`config.mk`:
```
export PLATFORM = sky130hd
export DESIGN_NAME = load_extend
export DESIGN_NICKNAME = d
export VERILOG_FILES = /design/src/source/lsu_pkg.sv /design/src/source/load_extend.sv
export SDC_FILE = /design/constraint.sdc
export NUM_CORES = 1
export LEC_CHECK = 0
export ABC_CLOCK_PERIOD_IN_PS = 5200
export BUFFER_PORTS_ARGS = -buffer_cell sky130_fd_sc_hd__clkbuf_2
export CAP_MARGIN = 0
export CORE_AREA = 5 5 84 47
export CTS_BUF_LIST = sky130_fd_sc_hd__clkbuf_4 sky130_fd_sc_hd__clkbuf_8 sky130_fd_sc_hd__clkbuf_16
export DETAILED_ROUTE_END_ITERATION = 10
export DIE_AREA = 0 0 89 52
export GPL_TIMING_DRIVEN = 0
export PLACE_DENSITY_LB_ADDON = 0.05
export RECOVER_POWER = 100
export SLEW_MARGIN = 10
export SYNTH_ARGS = -nofsm -noshare
export SYNTH_HDL_FRONTEND = slang
export SYNTH_SLANG_ARGS = --single-unit
```
`constraint.sdc`:
```
create_clock -name clk -period 5.2 [get_ports clk]
set_input_delay 0.78 -clock clk [delete_from_list [all_inputs] [get_ports clk]]
set_output_delay 0.78 -clock clk [all_outputs]
set_load 0.02 [all_outputs]
```
`src/source/lsu_pkg.sv`:
```
// load/store opcodes and the request and response records of the memory stage
package lsu_pkg;

    // byte lanes in one data word
    localparam int LANES = 4;

    // read marker for a lane pattern the memory does not know
    localparam logic [31:0] BAD_LANES_VALUE = 32'hDEADBEEF;

    // opcodes as decoded by the execute stage
    // OP_NONE means no access this cycle
    typedef enum logic [3:0] {
        OP_NONE = 4'd0,
        OP_LB   = 4'd1,
        OP_LH   = 4'd2,
        OP_LW   = 4'd3,
        OP_LBU  = 4'd4,
        OP_LHU  = 4'd5,
        OP_SB   = 4'd6,
        OP_SH   = 4'd7,
        OP_SW   = 4'd8
    } lsu_op_e;

    // one enable per byte of the word
    // bit 0 is the lowest addressed byte
    typedef logic [LANES-1:0] lane_en_t;

    // incoming request, 68 bits
    typedef struct packed {
        lsu_op_e     op;
        // byte address
        logic [31:0] addr;
        // store data, right aligned for byte and half-word stores
        logic [31:0] wdata;
    } mem_req_t;

    // result one cycle after the request, 34 bits
    typedef struct packed {
        // extended load data, zero for stores and faults
        logic [31:0] rdata;
        // misaligned or out of range
        logic        fault;
        // a load or store was issued the cycle before
        logic        done;
    } mem_resp_t;

endpackage

```
`src/source/load_extend.sv`:
```
`timescale 1ns/1ps

module load_extend (
    input  logic               clk,
    input  logic               reset_i,
    input  lsu_pkg::lsu_op_e   op_i,
    input  logic [1:0]         offset_i,
    input  logic               is_load_i,
    input  logic               fault_i,
    input  logic [31:0]        rd_word_i,
    output lsu_pkg::mem_resp_t resp_o
);
    import lsu_pkg::*;

    // request context held for the read cycle
    lsu_op_e     op_q;
    logic [1:0]  off_q;
    logic        access_q;
    logic        load_q;
    logic        fault_q;
    // read word with the addressed byte at bit 0
    logic [31:0] shifted;
    // extended value before the load and fault gating
    logic [31:0] load_data;

    // control context
    always_ff @(posedge clk) begin
        if (reset_i) begin
            op_q     <= OP_NONE;
            access_q <= 1'b0;
            load_q   <= 1'b0;
            fault_q  <= 1'b0;
        end else begin
            op_q     <= op_i;
            access_q <= (op_i != OP_NONE);
            load_q   <= is_load_i;
            fault_q  <= fault_i;
        end
    end

    // byte offset only steers the select
    always_ff @(posedge clk) begin
        off_q <= offset_i;
    end

    assign shifted = rd_word_i >> {off_q, 3'b000};

    // sign or zero extension by opcode
    always_comb begin
        case (op_q)
            OP_LB:   load_data = {{24{shifted[7]}}, shifted[7:0]};
            OP_LBU:  load_data = {24'b0, shifted[7:0]};
            OP_LH:   load_data = {{16{shifted[15]}}, shifted[15:0]};
            OP_LHU:  load_data = {16'b0, shifted[15:0]};
            OP_LW:   load_data = rd_word_i;
            // stores and no access
            default: load_data = '0;
        endcase
    end

    // response for the request of the previous cycle
    always_comb begin
        resp_o.done  = access_q;
        resp_o.fault = fault_q;
        // faulted loads and stores return zero
        resp_o.rdata = (load_q && !fault_q) ? load_data : '0;
    end

endmodule

```
* Word-level counts from Yosys, hierarchy flattened *
Cells that the tools add are included.

operators by class
  eq/ne operators = 5
  reductions and logical operators = 3
  shift operators = 1
  mux-type cells = 2

operators with widths
  kind                                                                    count
  32-bit case mux with 5 select lines                                     1
  32-bit 2-to-1 mux                                                       1
  32-bit by 5-bit right shift with 16-bit output                          1
  4-bit by 2-bit equality test with 1-bit output (second input constant)  2
  4-bit by 3-bit equality test with 1-bit output (second input constant)  2
  4-bit by 1-bit equality test with 1-bit output (second input constant)  1
  4-bit nonzero test                                                      1
  1-bit logical AND                                                       1
  1-bit zero test                                                         1

storage, ports and cells
  output and inout bits = 34
  register bits after elaboration = 9
  word-level logic and storage cells = 16

* Longest topological paths before layout *
Gate-level depths: netlist (run 1).

  word-level depth = 3
  gate-level depth with buffers = 7

* Least setup slack after synthesis (run 1) *
OpenSTA, ideal clock, no wires.

  path type = in2out
  from = input rd_word_i[31]
  to = output resp_o[24] in the netlist's numbering
  data required time = 4.420 ns
  data arrival time = 1.975 ns
  buffers on the path = 1
  setup slack = 2.445 ns
  cell stages on the path = 5
  path through = mux2i_1 -> or4b_4 -> a31oi_4 -> buf_6 -> a21o_1

RTL lines
  item                line               RTL
  start: declaration  load_extend.sv:10  input logic [31:0] rd_word_i,
  end: declaration    load_extend.sv:11  output lsu_pkg::mem_resp_t resp_o

==> results of run 1 <==
-- final cells by class --
type | count | area, µm² | share of cell area [%]
plain buffers | 15 | 83.83 | 5.483
clock buffers | 3 | 41.29 | 2.700
clock inverters | 1 | 5.005 | 0.3273
multi-input cells | 121 | 828.3 | 54.17
flip-flops and latches | 9 | 180.2 | 11.78
well taps | 42 | 52.55 | 3.437
repair buffers | 75 | 337.8 | 22.09
-- metal layers --
layer / vias up / track usage, % / part of all wire, %
li1: 700 / - / -
met1: 658 / 25.28 / 48
met2: 65 / 27.34 / 43
met3: 5 / 5.063 / 8.6
met4: 0 / 3.218 / 0.64
met5: - / 0 / 0
-- synthesized netlist by cell type --
cell type	count	share of area (%)
nor2_1	10	3.3
mux2i_1	9	7.9
or4b_1	1	0.88
nor4b_1	2	1.5
a21o_2	4	3.1
a21o_1	13	8.6
nand2_1	19	6.3
or3b_1	1	0.77
a211o_1	8	6.2
nor3b_1	1	0.66
a31oi_4	1	1.9
and2b_1	1	0.66
a221o_1	7	6.2
nor2b_1	14	7.7
buf_2	4	1.8
buf_4	4	2.6
buf_6	3	3.0
o221ai_1	1	0.77
dfxtp_1	9	16
mux2_2	1	0.99
o211ai_1	1	0.66
o21a_1	1	0.66
nor2b_4	1	1.2
a2bb2oi_1	1	0.77
nor3_1	2	0.88
a21oi_1	2	0.88
a32oi_1	7	5.4
nor4_1	1	0.55
nor3_2	1	0.88
nand3b_1	2	1.3
or4b_4	1	1.2
clkbuf_1	4	1.3
o21ai_0	8	3.5
-- flip-flops by register name (all words and copies together) (netlist names) --
| signal | flops |
|---|---|
| op_q | 4 |
| off_q | 2 |
| access_q | 1 |
| fault_q | 1 |
| load_q | 1 |
-- how the worst max path moves through the flow --
stage                  to  slack [ps]  depth (start not counted)
6_report       resp_o[14]        1300                          7
5_1_grt        resp_o[14]        1110                          7
4_1_cts        resp_o[25]        2080                          7
3_5_place_dp   resp_o[29]        2080                          7
3_3_place_gp   resp_o[29]        2100                          7
2_1_floorplan  resp_o[24]        2440                          5
-- metrics by stage --
| stage | setup slack [ps] | total power [mW] | instance area (µm²) | hold WS [ps] |
|---|---|---|---|---|
| CTS | 2080 | 0.2460 | 1609 | 634.1 |
| finish | 1296 | 0.2409 | 1529 | 640.1 |
| global placement | 2102 | 0.1580 | 1563 | 883.2 |
| detailed placement | 2082 | 0.1595 | 1563 | 884.9 |
| floorplan | 2445 | 0.1260 | 1135 | 807.7 |
| global route | 1111 | 0.2554 | 1529 | 629.1 |
-- cells by family (layout without fill, tap and decap cells) --
group / count (synthesis) / after routing
simple gates: 57 / 57
compound gates: 54 / 54
buf+inv: 15 / 94
mux: 10 / 10
flops: 9 / 9
-- power groups by stage --
stage | combinational (mW) | sequential, mW | clock (mW)
2_1_floorplan | 0.0502 | 0.0758 | 0
3_3_place_gp | 0.0818 | 0.0762 | 0
3_5_place_dp | 0.0832 | 0.0763 | 0
4_1_cts | 0.0836 | 0.0750 | 0.0874
5_1_grt | 0.0893 | 0.0755 | 0.0907
6_report | 0.0823 | 0.0750 | 0.0836
==> impl_metrics.tcl, run 1 <==
set metrics [dict create \
    htree_levels 1 \
    power.density_nw_per_um2 157.5 \
    ant_nets 0 \
    boundaryPins 76 \
    cts-root-buf "clkbuf_8" \
    die_area_um2 4628 \
    dp_cells 262 \
    switching_share_pct 32.74 \
    synthAdderAreaFrac_pct 0 \
    viasPerCell 5.368 \
    grt_first_pass_wirelength_mm 6.368 \
    firstDrtPassIters 4 \
    worstHoldStart "offset_i[0]" \
    utilization_pct 47.64 \
    synth_top_family_by_area "compound AO/OA/AOI/OAI gates" \
    synth_xor_area_share_pct 0 \
    path_class "flop to primary output" \
    cp-end-kind "primary output" \
    rsz0062_at_grt "false" \
    crit_chain "buf_2 -> nand2_1 -> nor3_1 -> nor2b_1 -> clkbuf_1 -> a221o_1 -> clkbuf_1" \
    pwr-share-clk_pct 34.7 \
    critPathBufInv 3 \
    grt-ovfl-total 0 \
    cts-buffers-inserted 3 \
    p_seq_share_pct 31.1 \
    cts.sinks 9 \
    min_period_over_period_pct 75.08 \
    syn_nets 187 \
    drtIter0Drc 62 \
    ctsHoldBuffers 0 \
    cap_violations 0 \
    grt_util_all_layers_pct 17.95 \
    synth_mux_area_share_pct 8.931 \
    area_growth_pct 34.73 \
    synth.yosys.seq_area_share_pct 15.88 \
    setup_tns_ps 0 \
    synth.cell_area_um2 1135 \
    synth-simple-area-share_pct 27.89 \
    crit_arrival_ps 3120 \
    ys_ff_latch 9 \
    place.gp.congestion 0.8389 \
    core_area_um2 3209 \
    status "finished, final reports clean" \
    syn_inst 145 \
    cts_tree "built" \
    post-cts-setup-buffer-count 0 \
    path_delay_family "simple AND/OR/NAND/NOR gates" \
    p_leak_nw 0.7869 \
    clock.fmax_mhz 256.1 \
    final_layout_size_suffix_gt1_share_pct 28.57 \
    antenna_found_initial 0 \
    slew_violations 0 \
    synth.avg_cell_area_um2 7.826 \
    slowest_stage "nor3_1" \
    cpPeakStageDelay_ps 870 \
    power.switching_mw 0.07887 \
    die_w_um 89 \
    wl_per_cell_um 15.77 \
    final_cell_mix "clkbuf_2 (45), clkbuf_1 (36), nand2_1 (19)" \
    mostFrequentLayoutCell "clkbuf_2" \
    remaining_drc_errors 0 \
    combPwrFrac_pct 34.2 \
    worst_ep_required_time_ps 4420 \
    ir_worst_vdd_mv 0.1081 \
    fin_nets 267 \
    final-setup-viol-count 0 \
    synth.distinct_cells 33 \
    die_y_um 52 \
    io_buffer_count 75 \
    synth_compound_area_share_pct 38.59 \
    finalCriticalPeriod_ps 3904 \
    grt_pass1_vias 1362 \
    yosys_warnings 0 \
    rows 15 \
    clk_pin_slew_ps 50 \
    hold_path.class "input pin to flop" \
    relSlewSlack_pct 22.90 \
    initial_core_util_pct 35.36 \
    clockBufferDepth 2 \
    power.internal_mw 0.1620 \
    critPathLaunchType "flop" \
    grt_max_degree 11 \
    stdcell_count 266 \
    hold_viol 0 \
    hold_end "off_q[0]" \
    dr_total_vias 1428 \
    crit_path_start "op_q[1]" \
    tightestPinTransition_ps 1148 \
    dp_hpwl_mm 3.340 \
    routed_wirelength_mm 4.196 \
    cts_resized 0 \
    hold_path_depth 1 \
    nFillCells 339 \
    diodes 0 \
    crit_path_frequent_cell "clkbuf_1" \
    path_max_fanout 10 \
]
No activity file was read; power rests on OpenSTA's default activity.
==> inputs of run 2 (changes only) <==
- ABC_CLOCK_PERIOD_IN_PS: 5200 -> 3600
- clock period: 5.2 -> 3.6 ns (I/O delays scaled with it)
==> run 2 against run 1 <==
Against the previous run:
- design area up 3.0%
- first-iteration DRC count up 6.5%
- count of clock-buffer cells in the layout unchanged
- critical path type unchanged
- critical endpoint is now resp_o[15]
==> impl_metrics.tcl, run 2 (synthesized netlist as in run 1, its figures left out) <==
set metrics [dict create \
    status "finished, final reports clean" \
    htree_levels 1 \
    path_delay_family "simple AND/OR/NAND/NOR gates" \
    remaining_drc_errors 0 \
    area_growth_pct 38.81 \
    drtIter0Drc 66 \
    io_buffer_count 75 \
    power.switching_mw 0.1151 \
    initial_core_util_pct 35.36 \
    ir_worst_vdd_mv 0.1567 \
    hold_path.class "input pin to flop" \
    crit_chain "clkbuf_1 -> nand2_1 -> nor3_2 -> nor2b_1 -> buf_6 -> a221o_1 -> clkbuf_1" \
    hold_path_depth 1 \
    combPwrFrac_pct 34.3 \
    met3_usage_pct 5.063 \
    grt_most_used_layer "met2" \
    cts-root-buf "clkbuf_8" \
    die_w_um 89 \
    worst_ep_required_time_ps 3060 \
    tightestPinTransition_ps 1170 \
    total_power_mw 0.3495 \
    ant_nets 0 \
    use_met1_pct 25.28 \
    grt_first_pass_wirelength_mm 6.368 \
    finalCriticalPeriod_ps 3160 \
    cap_violations 0 \
    die_y_um 52 \
    diodes 0 \
    cts.sinks 9 \
    critPathBufInv 3 \
    largest_reg_flops 4 \
    path_class "flop to primary output" \
    cts_resized 0 \
    grt_max_degree 11 \
    clk_pin_slew_ps 50 \
    final_layout_size_suffix_gt1_share_pct 34.38 \
    antenna_found_initial 0 \
    wl_per_cell_um 15.78 \
    rsz0062_at_grt "false" \
    min_period_over_period_pct 87.77 \
    fin_nets 267 \
    p_seq_share_pct 31.0 \
    dr_total_vias 1443 \
    die_area_um2 4628 \
    core_area_um2 3209 \
    final_cell_area_um2 1575 \
    critPathLaunchType "flop" \
    post-cts-setup-buffer-count 0 \
    clockBufferDepth 2 \
    viasPerCell 5.425 \
    clock.fmax_mhz 316.5 \
    grt-ovfl-total 0 \
    firstDrtPassIters 4 \
    routed_wirelength_mm 4.197 \
    final_cell_mix "clkbuf_2 (55), clkbuf_1 (25), nand2_1 (19)" \
    hold_ws_ps 399.8 \
    cts-buffers-inserted 3 \
    post_dp_cell_area_um2 1563 \
    dp_hpwl_mm 3.340 \
    crit_arrival_ps 2620 \
    dp_cells 262 \
    p_leak_nw 0.8309 \
    pwr-share-clk_pct 34.6 \
    place.gp.congestion 0.8389 \
    cts_tree "built" \
    boundaryPins 76 \
    rows 15 \
    setup_tns_ps 0 \
    switching_share_pct 32.93 \
    cp-end-kind "primary output" \
    top_regs "op_q: 4 flops, off_q: 2 flops" \
    hold_viol 0 \
    place_ws_ps 961.5 \
    mostFrequentLayoutCell "clkbuf_2" \
    stdcell_count 266 \
    grt_util_all_layers_pct 17.95 \
    cpPeakStageDelay_ps 530 \
    power.internal_mw 0.2344 \
    path_max_fanout 10 \
    hold_end "off_q[0]" \
    slowest_stage "nor3_2" \
    ctsHoldBuffers 0 \
    power.density_nw_per_um2 221.9 \
    layout_setup_ws_ps 440.2 \
    final-setup-viol-count 0 \
    grt_pass1_vias 1362 \
    slew_violations 0 \
    nFillCells 329 \
    met2_usage_pct 27.34 \
    crit_path_frequent_cell "clkbuf_1" \
    relSlewSlack_pct 21.38 \
    worstHoldStart "offset_i[0]" \
    utilization_pct 49.08 \
    top_register "op_q" \
]
-- run 2: cell count changes in the layout (fill, tap and decap cells not counted), sizes merged --
cell and change:
clkbuf -1, buf +1
-- run 2: how the worst max path moves through the flow --
stage                  startpoint          to  slack (ps)  cells after the start
floorplan           rd_word_i[31]  resp_o[24]        1320                      5
global placement    rd_word_i[31]  resp_o[29]         980                      7
detailed placement  rd_word_i[31]  resp_o[29]         960                      7
CTS                       op_q[2]   resp_o[9]         770                      6
global route              op_q[1]  resp_o[13]         310                      7
finish                    op_q[1]  resp_o[15]         440                      7
-- run 2: per-layer routing --
metal  share of wire [%]  vias to the layer above
met4                0.64                        0
met2                  43                       67
li1                    -                      701
met1                  48                      670
met5                   0                        -
met3                 8.7                        5
-- run 2: layout make-up --
type	count	area [µm²]	share of cell area, %
Clock inverter	1	5.005	0.3177
Multi-Input combinational cell	121	848.3	53.85
Sequential cell	9	180.2	11.44
Clock buffer	3	41.29	2.621
Buffer	15	97.59	6.195
Timing Repair Buffer	75	350.3	22.24
Tap cell	42	52.55	3.336
-- run 2: power groups by stage --
stage          combinational (mW)  sequential [mW]  clock (mW)
6_report                    0.120            0.109       0.121
5_1_grt                     0.130            0.109       0.131
4_1_cts                     0.121            0.108       0.126
3_5_place_dp                0.120            0.110           0
3_3_place_gp                0.118            0.110           0
2_1_floorplan              0.0725            0.109           0
