## src/source/lsu_pkg.sv

```systemverilog
// load/store opcodes and the request and response records of the memory stage
package lsu_pkg;

    // byte lanes in one data word
    localparam int LANES = 4;

    // read marker for a lane pattern the memory does not know
    localparam logic [31:0] BAD_LANES_VALUE = 32'hDEADBEEF;

    // opcodes as decoded by the execute stage
    // OP_NONE means no access this cycle
    typedef enum logic [3:0] {
        OP_NONE = 4'd0,
        OP_LB   = 4'd1,
        OP_LH   = 4'd2,
        OP_LW   = 4'd3,
        OP_LBU  = 4'd4,
        OP_LHU  = 4'd5,
        OP_SB   = 4'd6,
        OP_SH   = 4'd7,
        OP_SW   = 4'd8
    } lsu_op_e;

    // one enable per byte of the word
    // bit 0 is the lowest addressed byte
    typedef logic [LANES-1:0] lane_en_t;

    // incoming request, 68 bits
    typedef struct packed {
        lsu_op_e     op;
        // byte address
        logic [31:0] addr;
        // store data, right aligned for byte and half-word stores
        logic [31:0] wdata;
    } mem_req_t;

    // result one cycle after the request, 34 bits
    typedef struct packed {
        // extended load data, zero for stores and faults
        logic [31:0] rdata;
        // misaligned or out of range
        logic        fault;
        // a load or store was issued the cycle before
        logic        done;
    } mem_resp_t;

endpackage

```

## src/source/mem_map_pkg.sv

```systemverilog
// address map of the data memory
package mem_map_pkg;

    // 128 KiB of data memory
    localparam int MEM_WORDS = 32768;

    // bytes covered by the array
    localparam int MEM_BYTES = MEM_WORDS * 4;

    // highest valid byte address, 0x0001FFFF
    localparam logic [31:0] TOP_ADDR = 32'(MEM_BYTES - 1);

    // bits needed to index one word
    // 15 for the size above
    localparam int WORD_IDX_W = $clog2(MEM_WORDS);

endpackage

```

## src/source/lsu_align.sv

```systemverilog
`timescale 1ns/1ps

module lsu_align (
    input  lsu_pkg::mem_req_t                  req_i,
    output logic [mem_map_pkg::WORD_IDX_W-1:0] word_idx_o,
    output lsu_pkg::lane_en_t                  lanes_o,
    output logic                               wr_en_o,
    output logic [31:0]                        wr_data_o,
    output logic                               is_load_o,
    output logic                               fault_o
);
    import lsu_pkg::*;
    import mem_map_pkg::*;

    // access size from the opcode
    logic        size_byte;
    logic        size_half;
    logic        size_word;
    logic        is_store;
    logic        access;
    // byte position inside the word
    logic [1:0]  offset;
    logic        misaligned;
    logic        out_of_range;
    // lanes and data before the offset shift
    lane_en_t    base_lanes;
    logic [31:0] base_data;

    assign offset = req_i.addr[1:0];

    // opcode decode
    always_comb begin
        size_byte = 1'b0;
        size_half = 1'b0;
        size_word = 1'b0;
        is_load_o = 1'b0;
        is_store  = 1'b0;
        case (req_i.op)
            OP_LB, OP_LBU: begin
                size_byte = 1'b1;
                is_load_o = 1'b1;
            end
            OP_LH, OP_LHU: begin
                size_half = 1'b1;
                is_load_o = 1'b1;
            end
            OP_LW: begin
                size_word = 1'b1;
                is_load_o = 1'b1;
            end
            OP_SB: begin
                size_byte = 1'b1;
                is_store  = 1'b1;
            end
            OP_SH: begin
                size_half = 1'b1;
                is_store  = 1'b1;
            end
            OP_SW: begin
                size_word = 1'b1;
                is_store  = 1'b1;
            end
            // OP_NONE and unused codes make no access
            default: begin
                is_store = 1'b0;
            end
        endcase
    end

    assign access = is_load_o | is_store;

    // half-words need an even address, words a multiple of 4
    assign misaligned = (size_half & offset[0]) | (size_word & (offset != 2'b00));
    // anything past the last byte of the array
    assign out_of_range = req_i.addr > TOP_ADDR;
    assign fault_o = access & (misaligned | out_of_range);

    // lane mask and data at the bottom of the word
    always_comb begin
        base_lanes = '0;
        base_data  = '0;
        if (size_byte) begin
            base_lanes = 4'b0001;
            base_data  = {24'b0, req_i.wdata[7:0]};
        end else if (size_half) begin
            base_lanes = 4'b0011;
            base_data  = {16'b0, req_i.wdata[15:0]};
        end else if (size_word) begin
            base_lanes = 4'b1111;
            base_data  = req_i.wdata;
        end
    end

    // move lanes and data up to the addressed byte
    // a faulted access touches no lane
    assign lanes_o   = fault_o ? '0 : lane_en_t'(base_lanes << offset);
    assign wr_data_o = base_data << {offset, 3'b000};
    assign wr_en_o   = is_store & ~fault_o;

    // word index drops the byte offset
    assign word_idx_o = req_i.addr[WORD_IDX_W+1:2];

endmodule

```

## config.mk

```make
export PLATFORM = sky130hd
export DESIGN_NAME = lsu_align
export DESIGN_NICKNAME = d
export VERILOG_FILES = /design/src/source/lsu_pkg.sv /design/src/source/mem_map_pkg.sv /design/src/source/lsu_align.sv
export SDC_FILE = /design/constraint.sdc
export NUM_CORES = 1
export LEC_CHECK = 0
export BUFFER_PORTS_ARGS = -buffer_cell sky130_fd_sc_hd__buf_2
export CORE_MARGIN = 1
export CORE_UTILIZATION = 31
export DETAILED_ROUTE_END_ITERATION = 10
export GPL_ROUTABILITY_DRIVEN = 0
export PLACE_DENSITY = 0.88
export SYNTH_ARGS = -nofsm -noshare
export SYNTH_HDL_FRONTEND = slang
export SYNTH_SLANG_ARGS = --single-unit
export TNS_END_PERCENT = 30
```

## constraint.sdc

```tcl
create_clock -name vclk -period 1.2
set_clock_uncertainty 0.05 [all_clocks]
set_input_delay 0 -clock vclk [all_inputs]
set_output_delay 0 -clock vclk [all_outputs]
set_load 0.02 [all_outputs]
```

== Word-level counts from Yosys, hierarchy flattened ==
Index checks and enable logic that the tools add are counted.

* Order comparisons: 1
* Eq/ne operators: 8
* Shifts and indexed selects: 2
* Multiplexer cells: 12
* Bitwise operators: 8
* Reductions and logical operators: 6

{| class="wikitable"
|+ Operators with widths
! kind !! count
|-
| $mux W32 || 3
|-
| $gt A32 B17 Y1 const B || 1
|-
| $shl A32 B5 Y32 || 1
|-
| $eq A4 B3 Y1 const B || 4
|-
| $mux W4 || 4
|-
| $reduce_or A3 Y1 || 3
|-
| $eq A4 B2 Y1 const B || 2
|-
| $mux W1 || 5
|-
| $reduce_or A5 Y1 || 1
|-
| $and A1 B1 Y1 || 4
|-
| $eq A4 B1 Y1 const B || 1
|-
| $eq A4 B4 Y1 const B || 1
|-
| $shl A4 B2 Y4 || 1
|-
| $or A1 B1 Y1 || 3
|-
| $reduce_bool A2 Y1 || 1
|-
| $reduce_or A2 Y1 || 1
|-
| $not A1 Y1 || 1
|}

* Register bits after elaboration: 0
* Input port bits: 68
* Output and inout bits: 54
* Logic and storage cells: 37

== Depth between registers and ports, before layout ==
Gate-level depths: netlist of run 1.

* Depth in word-level cells: 9
* Mapped depth: 7
* Gate-level depth less buffers: 4

== Worst setup path before layout of run 1 ==
OpenSTA, ideal clock, no wires.

* Path kind: input-to-output
* Start: input req_i[67] (netlist bit)
* End: output lanes_o[2]
* Arrival: 1.819 ns
* Required time: 1.150 ns
* Path slack: -0.669 ns
* Cell stages on the path: 4
* Path through: buf_4 > or4b_1 > buf_2 > a2111oi_0

* Word-level cells in the longest chain between the ends: 8
* Elaborated cells on any way between the ends: 29
* Those cells by class: eq/ne (8); shift (1); mux (9); bitwise (6); reduce/logical (5)

{| class="wikitable"
|+ Ends and longest elaborated chain
! what !! RTL line !! source
|-
| start: declaration || lsu_align.sv:4 || <nowiki>input lsu_pkg::mem_req_t req_i,</nowiki>
|-
| $eq A4 B4 Y1, or another cell as far along || lsu_align.sv:38 || <nowiki>case (req_i.op)</nowiki>
|-
| $reduce_or A2 Y1 (no source line) / $reduce_or A3 Y1 (equally long branches) || n/a ||
|-
| $mux W1 || lsu_align.sv:38 ||
|-
| $mux W4 / $and A1 B1 Y1 (equally long branches) || lsu_align.sv:88, lsu_align.sv:73 ||
|-
| $mux W4 / $or A1 B1 Y1 (equally long branches) || lsu_align.sv:85, lsu_align.sv:73 ||
|-
| $mux W4 / $or A1 B1 Y1 (equally long branches) || lsu_align.sv:82, lsu_align.sv:76 ||
|-
| $shl A4 B2 Y4 / $and A1 B1 Y1 (equally long branches) || lsu_align.sv:96, lsu_align.sv:76 ||
|-
| $mux W4 (*) || lsu_align.sv:96 || <nowiki>assign lanes_o = fault_o ? '0 : lane_en_t'(base_lanes << offset);</nowiki>
|-
| end: declaration || lsu_align.sv:6 || <nowiki>output lsu_pkg::lane_en_t lanes_o,</nowiki>
|}

Every way passes the cells marked *; elsewhere a longest branch is shown, timed or not.

== Worst setup path after layout of run 1 ==
* Start: input req_i[65] (netlist bit)
* End: output wr_data_o[19]

* Word-level cells in the longest chain between the ends: 7
* Elaborated cells on any way between the ends: 18
* Those cells by class: eq/ne (8); shift (1); mux (6); reduce/logical (3)

{| class="wikitable"
|+ Ends and longest elaborated chain
! what !! RTL line !! source
|-
| $eq A4 B4 Y1 / $eq A4 B2 Y1 (equally long branches) || lsu_align.sv:38 ||
|-
| $reduce_or A2 Y1 (no source line) || n/a ||
|-
| $mux W1 || lsu_align.sv:38 ||
|-
| $mux W32 || lsu_align.sv:88 || <nowiki>end else if (size_word) begin</nowiki>
|-
| $mux W32 || lsu_align.sv:85 || <nowiki>end else if (size_half) begin</nowiki>
|-
| $mux W32 (*) || lsu_align.sv:82 || <nowiki>if (size_byte) begin</nowiki>
|-
| $shl A32 B5 Y32 (*) || lsu_align.sv:97 || <nowiki>assign wr_data_o = base_data << {offset, 3'b000};</nowiki>
|-
| end: declaration || lsu_align.sv:8 || <nowiki>output logic [31:0] wr_data_o,</nowiki>
|}

Marks and branches as above.

==> results.yml, run 1 <==
worst_setup_path:
  critical_path_arrival_ps: 1460
  path_common_cell: "buf_6"
  crit_fanout: 5
  slowest_delay_ps: 580
  startpoint_type: "primary input"
  cp_num_buf_inv: 3
  critical_path.cell_chain: "buf_8 -> or4b_4 -> o21ai_4 -> and3_4 -> buf_6 -> a221o_1 -> buf_6"
  path_delay_family: "simple AND/OR/NAND/NOR gates"
  cpMaxStageDelayCell: "or4b_4"
  critical_path_class: "primary input to primary output"
  cp.required_ps: 1150
  end_kind: "primary output"
timing:
  hold_viol: 0
  rsz0062_at_grt: "true"
  final-max-slew-violation-count: 0
  fin_crit_ps: 1510
  fin_ws_ps: -310.1
  worst_pin_slew_ps: 351.9
  setup-violations-final: 38
  max_freq_mhz: 662.2
  slew_headroom_pct: 76.49
  final.period_utilization_pct: 125.8
routing:
  drc: 0
  via_per_inst: 5.453
  drt_first_iter_violations: 82
  wl_per_cell_um: 14.94
  dr.pass1.iters: 5
  num_vias: 1614
  totalWireLength_mm: 4.422
  postRouteAntennaNets: 0
cells_and_area:
  final_cell_mix: "buf_2, buf_4, buf_6, dlygate4sd3_1, and2_1"
  clkbuf_count: 0
  n_sequential_cell: 0
  final_common_cell: "buf_2"
  drive_gt1_share_pct: 61.11
  seq_area_um2: 0
  final_cell_area_mm2: 0.002077
  final_util_pct: 68.03
  area_delta_synth_final_pct: 109.1
  antennaDiodeCount: 0
  nets: 322
synthesis:
  synth_top_area_share_pct: 12.85
  syn_area_um2: 993.5
  synthTopCellsByArea: "buf_4, and2_1, mux2i_1"
  ys_seq_area_share_pct: 0
  synth_top_area_cell: "buf_4"
  synth_nets: 211
  yosysUniqueCellTypes: 35
  synthCells: 143
  avgSynthCellArea_um2: 6.947
  synth_warnings: 0
outcome:
  status: "finished, violations left"
  failed_checks: "setup timing"
pwr:
  leakage_nw: 0.9995
  peakVddDrop_uv: 161.7
  report.power.total_w: 0.0007615
  cellPowerDensity_mw_per_mm2: 366.6
die:
  die_h_um: 58.61
  die_x_um: 58.61
  ios: 122
  initial_core_util_pct: 32.54
  rows: 20
  die_area_mm2: 0.003435
  coreArea_mm2: 0.003053
grt:
  grt_overflow: 0
  grt_max_degree: 19
  antenna_found_initial: 0
  grt_pass1_wl_mm: 6.589
  grt_usage_pct: 23.93
  grt_pass1_vias: 1503
worst_hold_path:
  hp-class: "primary input to primary output"
place:
  place_area_mm2: 0.001643
  numPortBuffers: 92
  dp_hpwl_mm: 3.070
run:
  cap_violations: 0
==> worst min-delay path, delay by kind of cell <==
| family | cells | cell delay, ps |
|---|---|---|
| AOI/OAI and AO/OA | 1 | 140 |
| buffers and inverters | 2 | 200 |
==> cell type report <==
class / instances / area, um^2
Fill cell: 234 / 975.9
Inverter: 10 / 37.54
Multi-Input combinational cell: 105 / 962.2
Tap cell: 44 / 55.05
Timing Repair Buffer: 137 / 1022
==> synth_stat cells (all sizes together), types with 2 or more instances <==
cell type and instances:
a21o 2, a21oi 5, a221o 7, a32oi 9
and2 17, buf 24, clkbuf 4, inv 10
mux2i 9, nand3 9, nor2 10, nor3 4
nor4 6, o21ai 6, o221ai 8
==> metrics by stage <==
step	instances	hold WS [ps]	setup TNS, ps	setup slack (ps)
2_1_floorplan	143	62.59	-6523	-203.7
3_3_place_gp	280	-49.86	-11070	-346.1
3_5_place_dp	280	-49.86	-12720	-423.6
4_1_cts	296	293.4	-8224	-281.0
5_1_grt	296	305.3	-10220	-333.6
6_report	296	293.5	-8731	-310.1
==> path summary, 6_finish.rpt <==
| check | slack, ps | cells after the start | endpoint | start |
|---|---|---|---|---|
| min | 290 | 3 | wr_data_o[21] | req_i[21] |
| max | -310 | 7 | wr_data_o[19] | req_i[65] |
==> report_power, final <==
part           total, W  leakage [nW]  switching [W]  internal (W)
sequential            0             0              0             0
combinational  0.000762         0.999       0.000400      0.000361
clock                 0             0              0             0
==> what timing repair did <==
| item | CTS | global route |
|---|---|---|
| hold buffers | 15 | 0 |
| hold endpoints to repair | 15 | 0 |
| pin swaps | 27 | 6 |
| endpoints found under the setup margin | 38 | 38 |
| resized for setup | 64 | 12 |
| setup buffers | 1 | 0 |
==> layer usage <==
metal / track usage, % / routed length [um]
met5: 0 / 0
met4: 6.803 / 85
met3: 0.8791 / 266
met2: 44.33 / 2301
met1: 30.05 / 1770
==> logic make-up (layout without fill, tap and decap cells) <==
logic type	after synthesis	after routing	synth area share, %
simple gates	53	53	34.01
compound gates	43	43	34.64
buf+inv	38	147	22.29
mux	9	9	9.068
No activity file was read; power rests on OpenSTA's default activity.
==> inputs of run 2 (changes only) <==
==> constraint.sdc (replaced) <==
create_clock -name vclk -period 1.2
set_clock_uncertainty 0.05 [all_clocks]
set_input_delay 0 -clock vclk [all_inputs]
set_output_delay 0 -clock vclk [all_outputs]
set_load 0.05 [all_outputs]
==> run 2 against run 1 <==
The run still ends with setup timing left. Critical path depth up 1. Combinational power increased by 39%. Cell area rose by 11%. Worst hold slack improved by 37 ps. Total power up 39%. Sequential share of layout area unchanged. Flip-flop and latch count stayed put. Via count is 1.9% higher. Cell count rose by 2.0%.
==> results.yml, run 2 (synthesized netlist as in run 1, its figures left out) <==
cells_and_area:
  nets: 328
  clkbuf_count: 0
  seq_area_um2: 0
  final_cell_area_mm2: 0.002310
  final_cell_mix: "buf_2, buf_4, buf_6, and2_1, dlygate4sd3_1"
  antennaDiodeCount: 0
  area_delta_synth_final_pct: 132.5
  n_sequential_cell: 0
  final_common_cell: "buf_2"
  final_util_pct: 75.66
  drive_gt1_share_pct: 67.05
worst_setup_path:
  cpMaxStageDelayCell: "or4b_4"
  path_delay_family: "simple AND/OR/NAND/NOR gates"
  slowest_delay_ps: 580
  path_common_cell: "buf_6"
  critical_path_arrival_ps: 1630
  startpoint_type: "primary input"
  critical_path.cell_chain: "buf_6 -> buf_6 -> or4b_4 -> o21ai_4 -> nand3_4 -> buf_12 -> o221ai_4 -> buf_6"
  crit_fanout: 7
  cp_num_buf_inv: 4
  critical_path_class: "primary input to primary output"
  end_kind: "primary output"
  cp.required_ps: 1150
die:
  rows: 20
  ios: 122
  coreArea_mm2: 0.003053
  die_x_um: 58.61
  die_area_mm2: 0.003435
  initial_core_util_pct: 32.54
  die_h_um: 58.61
pwr:
  cellPowerDensity_mw_per_mm2: 458.8
  switching_share_pct: 61.08
  internal_power_w: 0.0004124
  power.switching_w: 0.0006472
  power_frac_seq_pct: 0
  pwr-share-clk_pct: 0
  p_comb_share_pct: 100.0
  leakage_nw: 1.051
  peakVddDrop_uv: 294.4
grt:
  grt_use_met2_pct: 53.20
  met3_usage_pct: 2.857
  antenna_found_initial: 0
  grt_pass1_vias: 1575
  grtUsageMet1_pct: 29.75
  grt_overflow: 0
  grt_usage_pct: 26.91
  top_usage_layer: "met2"
  grt_max_degree: 25
  grt_pass1_wl_mm: 7.238
routing:
  totalWireLength_mm: 4.783
  dr.pass1.iters: 5
  num_vias: 1644
  drt_first_iter_violations: 36
  via_per_inst: 5.444
  wl_per_cell_um: 15.84
  postRouteAntennaNets: 0
  drc: 0
worst_hold_path:
  hp-class: "primary input to primary output"
  holdPathStages: 3
  min_from: "req_i[21]"
  whs_endpoint: "wr_data_o[21]"
outcome:
  failed_checks: "setup timing"
  status: "finished, violations left"
timing:
  final-max-slew-violation-count: 0
  max_freq_mhz: 596.2
  rsz0062_at_grt: "true"
  slew_headroom_pct: 57.83
  hold_slack_ps: 330.3
  setup_tns_ps: -15470
  setup-violations-final: 38
  worst_pin_slew_ps: 627.4
  hold_viol: 0
  fin_ws_ps: -477.3
  fin_crit_ps: 1677
  final.period_utilization_pct: 139.8
place:
  dp_hpwl_mm: 3.283
  place_area_mm2: 0.001823
  numPortBuffers: 92
run:
  cap_violations: 0
-- run 2: cell count changes in the layout (fill, tap and decap cells not counted), sizes merged --
| cell | previous run | this run |
|---|---|---|
| buf | 122 | 128 |
-- run 2: worst max path at each step --
stage / startpoint / end / slack, ps / depth (start not counted)
final: req_i[64] / wr_data_o[29] / -480 / 8
after global routing: req_i[64] / wr_data_o[29] / -520 / 8
after CTS: req_i[66] / wr_data_o[29] / -470 / 8
after detailed placement: req_i[64] / wr_data_o[16] / -820 / 6
after global placement: req_i[64] / wr_data_o[16] / -790 / 6
after floorplan: req_i[67] / wr_data_o[24] / -420 / 7
-- run 2: layer usage --
metal,up-vias,part of all wire [%]
met4,0,2.9
met5,-,0
li1,772,-
met3,15,6.1
met2,93,54
met1,764,37
-- run 2: through the flow --
step / instances / setup WS [ps] / power, W
after floorplan: 143 / -416.4 / 0.0006520
final: 302 / -477.3 / 0.001060
after CTS: 303 / -469.1 / 0.001043
after global placement: 285 / -791.5 / 0.0007657
after global routing: 302 / -519.5 / 0.001106
after detailed placement: 285 / -816.5 / 0.0007782
-- run 2: area by class of cell --
| type | instances | area (um^2) |
|---|---|---|
| repair buffers | 143 | 1125 |
| fillers | 230 | 743.2 |
| well taps | 44 | 55.05 |
| inverters | 10 | 37.54 |
| multi-input cells | 105 | 1092 |
-- run 2: power groups by stage --
| stage | logic [W] | clock network, W | registers [W] |
|---|---|---|---|
| 2_1_floorplan | 0.000652 | 0 | 0 |
| 3_3_place_gp | 0.000766 | 0 | 0 |
| 3_5_place_dp | 0.000778 | 0 | 0 |
| 4_1_cts | 0.00104 | 0 | 0 |
| 5_1_grt | 0.00111 | 0 | 0 |
| 6_report | 0.00106 | 0 | 0 |
-- run 2: repair_timing --
item / 4_1_cts / 5_1_grt
hold buffers: 15 / 0
setup buffers: 3 / 0
pin swaps: 15 / 8
setup endpoints to repair: 38 / 38
endpoints found under the hold margin: 15 / 0
gates resized for setup: 76 / 8
